### src/rtl/mips_pkg.sv
/* Shared types, encodings and pipeline payloads of the five-stage MIPS core.
   An all-zero payload is a bubble with every write enable low. */
`default_nettype none

package mips_pkg;

    typedef logic [31:0] word_t;
    typedef logic [4:0] reg_addr_t;

    typedef enum logic [2:0] {
        ALU_ADD,
        ALU_SUB,
        ALU_AND,
        ALU_OR,
        ALU_SLT
    } alu_op_t;

    localparam logic [5:0] OP_RTYPE = 6'h00;
    localparam logic [5:0] OP_ADDIU = 6'h09;
    localparam logic [5:0] OP_LW = 6'h23;
    localparam logic [5:0] OP_SW = 6'h2B;
    localparam logic [5:0] OP_BEQ = 6'h04;

    localparam logic [5:0] FN_ADDU = 6'h21;
    localparam logic [5:0] FN_SUBU = 6'h23;
    localparam logic [5:0] FN_AND = 6'h24;
    localparam logic [5:0] FN_OR = 6'h25;
    localparam logic [5:0] FN_SLT = 6'h2A;
    localparam logic [5:0] FN_JR = 6'h08;

    localparam word_t RESET_VECTOR = 32'hBFC00000;
    localparam reg_addr_t V0_INDEX = 5'd2;

    typedef struct packed {
        word_t instruction;
        word_t pc_plus_four;
    } fetch_decode_t;

    typedef struct packed {
        logic register_write;
        logic memory_to_register;
        logic memory_write;
        logic alu_src_imm;
        alu_op_t alu_op;
        reg_addr_t rs;
        reg_addr_t rt;
        reg_addr_t write_register;
        word_t operand_a;
        word_t operand_b;
        word_t immediate;
    } decode_execute_t;

    typedef struct packed {
        logic register_write;
        logic memory_to_register;
        logic memory_write;
        word_t alu_result;
        word_t store_data;
        reg_addr_t write_register;
    } execute_memory_t;

    typedef struct packed {
        logic register_write;
        logic memory_to_register;
        word_t alu_result;
        word_t read_data;
        reg_addr_t write_register;
    } memory_writeback_t;

endpackage

`default_nettype wire
### src/rtl/mips_cpu.sv
/* Five-stage MIPS core on a Harvard bus, no delay slots. clk_enable low
   freezes all state. A JR to address zero halts fetch and drops active. */
`default_nettype none

module mips_cpu import mips_pkg::*; (
    input logic clk,
    input logic reset,
    output logic active,
    output word_t register_v0,
    input logic clk_enable,
    output word_t instr_address,
    input word_t instr_readdata,
    output word_t data_address,
    output logic data_write,
    output logic data_read,
    output word_t data_writedata,
    input word_t data_readdata
);

    word_t pc;
    word_t pc_plus_four;
    word_t pc_next;

    fetch_decode_t fetch_decode_next;
    fetch_decode_t fetch_decode;
    decode_execute_t decode_execute_next;
    decode_execute_t decode_execute;
    execute_memory_t execute_memory_next;
    execute_memory_t execute_memory;
    memory_writeback_t memory_writeback_next;
    memory_writeback_t memory_writeback;

    logic register_write_decode;
    logic memory_to_register_decode;
    logic memory_write_decode;
    logic alu_src_imm_decode;
    logic destination_rd_decode;
    logic branch_decode;
    logic jump_decode;
    alu_op_t alu_op_decode;
    reg_addr_t rs_decode;
    reg_addr_t rt_decode;
    reg_addr_t rd_decode;
    word_t read_data_1;
    word_t read_data_2;
    word_t compare_a;
    word_t compare_b;
    word_t sign_imm;
    word_t branch_target;
    logic taken;
    logic halt_decode;

    word_t source_a;
    word_t store_data;
    word_t alu_result;
    word_t result_writeback;

    logic stall_fetch;
    logic stall_decode;
    logic flush_execute;
    logic forward_a_decode;
    logic forward_b_decode;
    logic [1:0] forward_a_execute;
    logic [1:0] forward_b_execute;

    // Fetch
    assign instr_address = pc;
    assign pc_plus_four = pc + 32'd4;
    assign pc_next = taken ? (jump_decode ? compare_a : branch_target) : pc_plus_four;

    always_ff @(posedge clk) begin
        if (reset) begin
            pc <= RESET_VECTOR;
            active <= 1'b1;
        end else if (clk_enable) begin
            if (active && !stall_fetch && !halt_decode) begin
                pc <= pc_next;
            end
            if (halt_decode && !stall_decode) begin
                active <= 1'b0;
            end
        end
    end

    // After halt only no-ops enter decode
    assign fetch_decode_next = active ? '{instruction: instr_readdata, pc_plus_four: pc_plus_four}
                                      : '0;

    stage_register #(.payload_t(fetch_decode_t)) f_d (
        .clk(clk),
        .reset(reset),
        .enable(clk_enable && !stall_decode),
        .clear(taken && !stall_decode),
        .d(fetch_decode_next),
        .q(fetch_decode)
    );

    // Decode
    assign rs_decode = fetch_decode.instruction[25:21];
    assign rt_decode = fetch_decode.instruction[20:16];
    assign rd_decode = fetch_decode.instruction[15:11];
    assign sign_imm = {{16{fetch_decode.instruction[15]}}, fetch_decode.instruction[15:0]};
    assign branch_target = fetch_decode.pc_plus_four + {sign_imm[29:0], 2'b00};

    control_unit control (
        .instruction(fetch_decode.instruction),
        .register_write(register_write_decode),
        .memory_to_register(memory_to_register_decode),
        .memory_write(memory_write_decode),
        .alu_src_imm(alu_src_imm_decode),
        .destination_rd(destination_rd_decode),
        .branch(branch_decode),
        .jump_register(jump_decode),
        .alu_op(alu_op_decode)
    );

    register_file registers (
        .clk(clk),
        .reset(reset),
        .write_enable(memory_writeback.register_write && clk_enable),
        .write_address(memory_writeback.write_register),
        .write_data(result_writeback),
        .read_address_1(rs_decode),
        .read_address_2(rt_decode),
        .read_data_1(read_data_1),
        .read_data_2(read_data_2),
        .v0(register_v0)
    );

    assign compare_a = forward_a_decode ? execute_memory.alu_result : read_data_1;
    assign compare_b = forward_b_decode ? execute_memory.alu_result : read_data_2;
    assign taken = jump_decode || (branch_decode && compare_a == compare_b);
    assign halt_decode = jump_decode && compare_a == '0;

    assign decode_execute_next = '{
        register_write: register_write_decode,
        memory_to_register: memory_to_register_decode,
        memory_write: memory_write_decode,
        alu_src_imm: alu_src_imm_decode,
        alu_op: alu_op_decode,
        rs: rs_decode,
        rt: rt_decode,
        write_register: destination_rd_decode ? rd_decode : rt_decode,
        operand_a: read_data_1,
        operand_b: read_data_2,
        immediate: sign_imm
    };

    stage_register #(.payload_t(decode_execute_t)) d_e (
        .clk(clk),
        .reset(reset),
        .enable(clk_enable),
        .clear(flush_execute),
        .d(decode_execute_next),
        .q(decode_execute)
    );

    // Execute
    always_comb begin
        case (forward_a_execute)
            2'b10: source_a = execute_memory.alu_result;
            2'b01: source_a = result_writeback;
            default: source_a = decode_execute.operand_a;
        endcase
        case (forward_b_execute)
            2'b10: store_data = execute_memory.alu_result;
            2'b01: store_data = result_writeback;
            default: store_data = decode_execute.operand_b;
        endcase
    end

    alu alu_execute (
        .alu_op(decode_execute.alu_op),
        .operand_a(source_a),
        .operand_b(decode_execute.alu_src_imm ? decode_execute.immediate : store_data),
        .result(alu_result)
    );

    assign execute_memory_next = '{
        register_write: decode_execute.register_write,
        memory_to_register: decode_execute.memory_to_register,
        memory_write: decode_execute.memory_write,
        alu_result: alu_result,
        store_data: store_data,
        write_register: decode_execute.write_register
    };

    stage_register #(.payload_t(execute_memory_t)) e_m (
        .clk(clk),
        .reset(reset),
        .enable(clk_enable),
        .clear(1'b0),
        .d(execute_memory_next),
        .q(execute_memory)
    );

    // Memory
    assign data_address = execute_memory.alu_result;
    assign data_writedata = execute_memory.store_data;
    assign data_write = execute_memory.memory_write && clk_enable;
    assign data_read = execute_memory.memory_to_register;

    assign memory_writeback_next = '{
        register_write: execute_memory.register_write,
        memory_to_register: execute_memory.memory_to_register,
        alu_result: execute_memory.alu_result,
        read_data: data_readdata,
        write_register: execute_memory.write_register
    };

    stage_register #(.payload_t(memory_writeback_t)) m_w (
        .clk(clk),
        .reset(reset),
        .enable(clk_enable),
        .clear(1'b0),
        .d(memory_writeback_next),
        .q(memory_writeback)
    );

    // Writeback
    assign result_writeback = memory_writeback.memory_to_register ? memory_writeback.read_data
                                                                  : memory_writeback.alu_result;

    hazard_unit hazards (
        .branch_decode(branch_decode),
        .jump_decode(jump_decode),
        .rs_decode(rs_decode),
        .rt_decode(rt_decode),
        .rs_execute(decode_execute.rs),
        .rt_execute(decode_execute.rt),
        .write_register_execute(decode_execute.write_register),
        .register_write_execute(decode_execute.register_write),
        .memory_to_register_execute(decode_execute.memory_to_register),
        .write_register_memory(execute_memory.write_register),
        .register_write_memory(execute_memory.register_write),
        .memory_to_register_memory(execute_memory.memory_to_register),
        .write_register_writeback(memory_writeback.write_register),
        .register_write_writeback(memory_writeback.register_write),
        .stall_fetch(stall_fetch),
        .stall_decode(stall_decode),
        .flush_execute(flush_execute),
        .forward_a_decode(forward_a_decode),
        .forward_b_decode(forward_b_decode),
        .forward_a_execute(forward_a_execute),
        .forward_b_execute(forward_b_execute)
    );

endmodule

`default_nettype wire

### src/rtl/stage_register.sv
/* Pipeline register for any packed payload. Clear only acts together with
   enable, so a frozen pipeline also holds its bubbles. */
`default_nettype none

module stage_register #(
    parameter type payload_t = logic
) (
    input logic clk,
    input logic reset,
    input logic enable,
    input logic clear,
    input payload_t d,
    output payload_t q
);

    always_ff @(posedge clk) begin
        if (reset) begin
            q <= '0;
        end else if (enable) begin
            if (clear) begin
                q <= '0;
            end else begin
                q <= d;
            end
        end
    end

endmodule

`default_nettype wire

### src/rtl/hazard_unit.sv
/* Forwarding and stall logic. Execute selects: 00 register file, 01 writeback,
   10 memory. Decode only forwards ALU results from memory; loads stall instead. */
`default_nettype none

module hazard_unit import mips_pkg::*; (
    input logic branch_decode,
    input logic jump_decode,
    input reg_addr_t rs_decode,
    input reg_addr_t rt_decode,
    input reg_addr_t rs_execute,
    input reg_addr_t rt_execute,
    input reg_addr_t write_register_execute,
    input logic register_write_execute,
    input logic memory_to_register_execute,
    input reg_addr_t write_register_memory,
    input logic register_write_memory,
    input logic memory_to_register_memory,
    input reg_addr_t write_register_writeback,
    input logic register_write_writeback,
    output logic stall_fetch,
    output logic stall_decode,
    output logic flush_execute,
    output logic forward_a_decode,
    output logic forward_b_decode,
    output logic [1:0] forward_a_execute,
    output logic [1:0] forward_b_execute
);

    logic load_use;
    logic execute_conflict;
    logic memory_conflict;
    logic branch_stall;
    logic stall;

    // Memory stage wins over writeback, it holds the younger result
    function automatic logic [1:0] select_source(reg_addr_t source);
        if (source != '0 && register_write_memory && write_register_memory == source) begin
            return 2'b10;
        end
        if (source != '0 && register_write_writeback && write_register_writeback == source) begin
            return 2'b01;
        end
        return 2'b00;
    endfunction

    assign forward_a_execute = select_source(rs_execute);
    assign forward_b_execute = select_source(rt_execute);

    assign forward_a_decode = register_write_memory && rs_decode != '0
        && write_register_memory == rs_decode;
    assign forward_b_decode = register_write_memory && rt_decode != '0
        && write_register_memory == rt_decode;

    assign load_use = memory_to_register_execute && write_register_execute != '0
        && (write_register_execute == rs_decode || write_register_execute == rt_decode);

    // BEQ compares rs and rt, JR only reads rs
    assign execute_conflict = register_write_execute && write_register_execute != '0
        && (write_register_execute == rs_decode
            || (branch_decode && write_register_execute == rt_decode));
    assign memory_conflict = memory_to_register_memory && write_register_memory != '0
        && (write_register_memory == rs_decode
            || (branch_decode && write_register_memory == rt_decode));
    assign branch_stall = (branch_decode || jump_decode) && (execute_conflict || memory_conflict);

    assign stall = load_use || branch_stall;
    assign stall_fetch = stall;
    assign stall_decode = stall;
    assign flush_execute = stall;

endmodule

`default_nettype wire

### src/rtl/alu.sv
/* Combinational ALU. No overflow trap: ADDU and SUBU wrap. */
`default_nettype none

module alu import mips_pkg::*; (
    input alu_op_t alu_op,
    input word_t operand_a,
    input word_t operand_b,
    output word_t result
);

    always_comb begin
        case (alu_op)
            ALU_ADD: result = operand_a + operand_b;
            ALU_SUB: result = operand_a - operand_b;
            ALU_AND: result = operand_a & operand_b;
            ALU_OR: result = operand_a | operand_b;
            // Signed compare
            ALU_SLT: result = {31'b0, $signed(operand_a) < $signed(operand_b)};
            default: result = '0;
        endcase
    end

endmodule

`default_nettype wire

### src/rtl/control_unit.sv
/* Decode of the supported subset. Anything else, including the all-zero
   word, becomes a no-op with no register or memory write. */
`default_nettype none

module control_unit import mips_pkg::*; (
    input word_t instruction,
    output logic register_write,
    output logic memory_to_register,
    output logic memory_write,
    output logic alu_src_imm,
    output logic destination_rd,
    output logic branch,
    output logic jump_register,
    output alu_op_t alu_op
);

    logic [5:0] opcode;
    logic [5:0] funct;

    assign opcode = instruction[31:26];
    assign funct = instruction[5:0];

    always_comb begin
        register_write = 1'b0;
        memory_to_register = 1'b0;
        memory_write = 1'b0;
        alu_src_imm = 1'b0;
        destination_rd = 1'b0;
        branch = 1'b0;
        jump_register = 1'b0;
        alu_op = ALU_ADD;
        case (opcode)
            OP_RTYPE: begin
                destination_rd = 1'b1;
                register_write = funct inside {FN_ADDU, FN_SUBU, FN_AND, FN_OR, FN_SLT};
                jump_register = (funct == FN_JR);
                case (funct)
                    FN_SUBU: alu_op = ALU_SUB;
                    FN_AND: alu_op = ALU_AND;
                    FN_OR: alu_op = ALU_OR;
                    FN_SLT: alu_op = ALU_SLT;
                    default: alu_op = ALU_ADD;
                endcase
            end
            OP_ADDIU: begin
                register_write = 1'b1;
                alu_src_imm = 1'b1;
            end
            OP_LW: begin
                register_write = 1'b1;
                memory_to_register = 1'b1;
                alu_src_imm = 1'b1;
            end
            OP_SW: begin
                memory_write = 1'b1;
                alu_src_imm = 1'b1;
            end
            OP_BEQ: begin
                branch = 1'b1;
            end
            default: begin
            end
        endcase
    end

endmodule

`default_nettype wire

### src/rtl/register_file.sv
/* 32 x 32 register file, $0 reads as zero. A write is visible on the read
   ports in the same cycle, so decode sees the value writeback produces. */
`default_nettype none

module register_file import mips_pkg::*; (
    input logic clk,
    input logic reset,
    input logic write_enable,
    input reg_addr_t write_address,
    input word_t write_data,
    input reg_addr_t read_address_1,
    input reg_addr_t read_address_2,
    output word_t read_data_1,
    output word_t read_data_2,
    output word_t v0
);

    word_t registers [0:31];

    always_ff @(posedge clk) begin
        if (reset) begin
            for (int i = 0; i < 32; i++) begin
                registers[i] <= '0;
            end
        end else if (write_enable && write_address != '0) begin
            registers[write_address] <= write_data;
        end
    end

    always_comb begin
        if (read_address_1 == '0) begin
            read_data_1 = '0;
        end else if (write_enable && write_address == read_address_1) begin
            read_data_1 = write_data;
        end else begin
            read_data_1 = registers[read_address_1];
        end
    end

    always_comb begin
        if (read_address_2 == '0) begin
            read_data_2 = '0;
        end else if (write_enable && write_address == read_address_2) begin
            read_data_2 = write_data;
        end else begin
            read_data_2 = registers[read_address_2];
        end
    end

    assign v0 = registers[V0_INDEX];

endmodule

`default_nettype wire

### config.mk
export PLATFORM = sky130hd
export DESIGN_NAME = mips_cpu
export DESIGN_NICKNAME = d
export VERILOG_FILES = /design/src/rtl/mips_pkg.sv /design/src/rtl/mips_cpu.sv /design/src/rtl/stage_register.sv /design/src/rtl/hazard_unit.sv /design/src/rtl/alu.sv /design/src/rtl/control_unit.sv /design/src/rtl/register_file.sv
export SDC_FILE = /design/constraint.sdc
export NUM_CORES = 2
export LEC_CHECK = 0
export BUFFER_PORTS_ARGS = -buffer_cell sky130_fd_sc_hd__buf_2
export CORE_UTILIZATION = 25
export CTS_CLUSTER_DIAMETER = 40
export DETAILED_ROUTE_END_ITERATION = 7
export GPL_TIMING_DRIVEN = 0
export HOLD_SLACK_MARGIN = 0.12
export PLACE_DENSITY = 0.46
export SLEW_MARGIN = 0
export SYNTH_ARGS = -nofsm -noshare
export SYNTH_HDL_FRONTEND = slang
export SYNTH_SLANG_ARGS = --single-unit
export TNS_END_PERCENT = 20
### constraint.sdc
create_clock -name clk -period 15.35 [get_ports clk]
set_input_delay 1.535 -clock clk [delete_from_list [all_inputs] [get_ports clk]]
set_output_delay 1.535 -clock clk [all_outputs]
set_load 0.05 [all_outputs]
==> run_results.csv <==
group,metric,value,unit
global_routing,grt_start_max_net_pins,30,
drt,avgViaCountPerCell,6.03,
yosys,synthArstFlopShare,0,%
floorplanning,initial_core_util,25.2,%
global_routing,grt_pass1_vias,66793,
drt,drtAntennaViolNets,0,
sta,rsz0062_at_grt,"false",
floorplanning,rows,203,
worst_setup_path,crit_slowest_cell,"buf_1",
power_and_ir_drop,vdd_drop_max,123,uV
worst_setup_path,cp.required,16.07,ns
power_and_ir_drop,p_per_area,128,nW/um^2
sta,tightest_slew,1.70,ns
power_and_ir_drop,combPwrFrac,16.4,%
drt,firstDrtPassIters,7,
yosys,synth_edf_count,1024,
sta,clock_skew,0.152,ns
global_routing,antenna_found_initial,78,
clock_tree,post_cts_resize_count,0,
cells_and_area,syn_to_final_growth,22.0,%
outcome,violations,"capacitance limit, slew limit",
power_and_ir_drop,totalPowerFinal,12.0,mW
global_routing,grt_remaining_overflow,0,
clock_tree,cts_tree,"done",
power_and_ir_drop,power.switching,3.79,mW
yosys,syn_area,77300,sq um
cells_and_area,layout-drive-gt1-share,19.6,%
clock_tree,post-cts-setup-buffers,0,
worst_setup_path,cp-start-kind,"flop",
clock_tree,clockBufferDepth,4,
sta,finalCritPeriodShare,64.5,%
sta,setup_violations,0,
worst_setup_path,path_cells,"buf_2 > buf_2 > buf_2 > buf_2 > buf_1 > mux4_2 > nand2_1 > a21oi_1 > nor4_1 > a211oi_1 > a22oi_1 > xor2_1 > and4b_1 > and2_1 > a21oi_2 > buf_2 > buf_2 > a32oi_1 > nor2_1",
placed_design,hpwl,361000,microns
floorplanning,die-area,312000,sq um
power_and_ir_drop,p_sw_share,31.5,%
clock_tree,numCtsBuffers,244,
worst_setup_path,path_max_fanout,14,
yosys,synth-warning-count,0,
sta,finalWorstPathRequiredPeriod,9.90,ns
floorplanning,die_h,558,microns
clock_tree,clock-sinks,1376,
yosys,yosysTopAreaCell,"edfxtp_1",
yosys,synth_cells,7019,
sta,max_freq,101,MHz
placed_design,gp_congestion,1.06,
worst_setup_path,end_kind,"flop",
cells_and_area,layout.nets,7779,
global_routing,grt_first_pass_wirelength,645000,microns
drt,vias,71912,
sta,slew_headroom,-13.5,%
clock_tree,htreeDepth,4,
job,maxCapViolCount,39,
global_routing,grt.total_usage,31.3,%
power_and_ir_drop,p_int,8.26,mW
sta,fin_tns_setup,0,ns
yosys,synth-seq-cells,1376,
power_and_ir_drop,pwr-share-seq,35.4,%
yosys,ys_types,94,
worst_setup_path,critical_path_arrival,10.62,ns
drt,drt_drc_violations_left,0,
floorplanning,core_area,307000,sq um
worst_setup_path,worst_path_most_repeated_cell,"buf_2",
clock_tree,cts_hold_buf,0,
clock_tree,clockRootBuffer,"clkbuf_16",
yosys,synthFlopType,"edfxtp_1",
cells_and_area,layout.core_utilization,30.8,%
yosys,synthTopCellsByArea,"edfxtp_1 40%, mux4_2 13%, dfxtp_1 9.1%",
outcome,status,"finished, violations left",
yosys,seq_area_frac_synth,48.9,%
worst_setup_path,cp_slowest_stage_delay,1.24,ns
clock_tree,clk_pin_slew,0.05,ns
yosys,synth.most_common_cell,"nor2_1",
sta,hold_viol_final,0,
sta,slew_viol_final,349,
yosys,synth_top_area_share,39.8,%
drt,drt-initial-drc-count,11944,
yosys,avgSynthCellArea,11.0,sq um
yosys,synthTopCellsByCount,"1492 x nor2_1, 1024 x edfxtp_1, 460 x clkbuf_1",
floorplanning,io_pins,198,
floorplanning,fp.dieW,558,microns
drt,routed_wirelength,501000,microns
hold_path,hp-class,"flop to flop",
placed_design,port_buffers,196,
power_and_ir_drop,p_clk_share,48.1,%
power_and_ir_drop,p_leak,32.6,nW
worst_setup_path,criticalPathCategory,"flop to flop",
drt,wl_per_cell,42.0,microns
clock_tree,clk-insertion-delay-late,1.00,ns
[per-stage QoR]
step / cells / cell area, sq um / hold slack, ns / worst slack, ns
3_3_place_gp: 11346 / 83600 / 0.449 / 4.28
2_1_floorplan: 7050 / 77400 / 0.438 / 10.04
5_1_grt: 11890 / 94300 / 0.472 / 5.88
6_report: 11928 / 94400 / 0.463 / 5.45
4_1_cts: 11879 / 94200 / 0.464 / 6.20
3_5_place_dp: 11429 / 85600 / 0.457 / 6.24
[metal layers]
layer / part of all wire (%) / up-vias / GRT usage (%)
met5: 0.20 / - / 1.73
met3: 14 / 1852 / 12.6
met2: 41 / 6492 / 45.4
met1: 36 / 36261 / 37.1
met4: 8.9 / 44 / 22.8
li1: - / 27263 / -
[power by group through the flow]
stage	clock [mW]	combinational, mW	sequential (mW)
floorplan	0	0.953	4.28
global placement	0	1.80	4.34
detailed placement	0	1.86	4.34
CTS	5.78	1.86	4.26
global route	5.93	1.96	4.28
finish	5.80	1.98	4.27
[cells by family after synthesis]
family / after synthesis / synth area share (%)
adders and majority gates: 135 / 2.21
buffers and inverters: 837 / 4.82
other: 1 / 0.00485
DFF: 1376 / 48.9
and+or+nand+nor: 2442 / 13.3
xor gates and xnor gates: 140 / 1.59
muxes: 891 / 18.6
AOI/OAI and AO/OA: 1197 / 10.6
[worst paths after layout]
path	from	to	slack (ns)	depth (start not counted)
setup / recovery	flop	f_d.q[19]$_SDFFE_PP0P_	5.45	19
setup reg to reg	flop	f_d.q[19]$_SDFFE_PP0P_	5.45	19
hold reg to reg	d_e.q[95]$_SDFFE_PP0P_	d_e.q[95]$_SDFFE_PP0P_	0.46	2
hold / removal	d_e.q[95]$_SDFFE_PP0P_	d_e.q[95]$_SDFFE_PP0P_	0.46	2
[registers in the layout, indices dropped and copies added (netlist names), named ones only]
name / flops
registers.registers: 1024
e_m.q: 72
m_w.q: 71
active: 1
d_e.q: 102
f_d.q: 64
instr_address: 32
[cells in the final DEF (no fill, tap or decap), drive strengths merged, types with 30 or more instances in the layout]
cell type | Yosys | final
nor2 | 1493 | 1493
edfxtp | 1024 | 1024
clkbuf | 463 | 726
buf | 228 | 509
nand2 | 456 | 456
mux4 | 434 | 434
mux2i | 424 | 424
dfxtp | 352 | 352
o21ai | 254 | 254
a22oi | 208 | 208
a21oi | 202 | 202
inv | 143 | 192
ha | 132 | 132
nand3 | 116 | 116
nor3 | 96 | 96
xnor2 | 94 | 94
clkinv | 3 | 77
a32oi | 72 | 72
o211ai | 49 | 49
diode | 0 | 47
xor2 | 46 | 46
a211oi | 44 | 44
and3 | 41 | 41
a221oi | 40 | 40
o21a | 38 | 38
nor4 | 35 | 35
mux2 | 33 | 33
clkinvlp | 0 | 33
nor2b | 33 | 33
conb | 1 | 32
bufinv | 0 | 31
a21o | 30 | 30
[critical path, delay by kind of cell (launching register included)]
family	cells	cell delay, ns
compound gates	5	2.29
mux	1	0.45
xor+xnor	1	0.48
flops	1	0.65
simple gates	5	1.06
buf+inv	7	4.68
[layout make-up]
cell class / count / area [sq um]
Fill cell: 31746 / 212000
Sequential cell: 1376 / 37800
Multi-Input combinational cell: 4837 / 36500
Clock buffer: 263 / 6340
Tap cell: 4100 / 5130
Buffer: 691 / 3240
Timing Repair Buffer: 281 / 2490
Clock inverter: 187 / 2210
Inverter: 146 / 548
Antenna cell: 47 / 118
No activity file was read; power rests on OpenSTA's default activity.
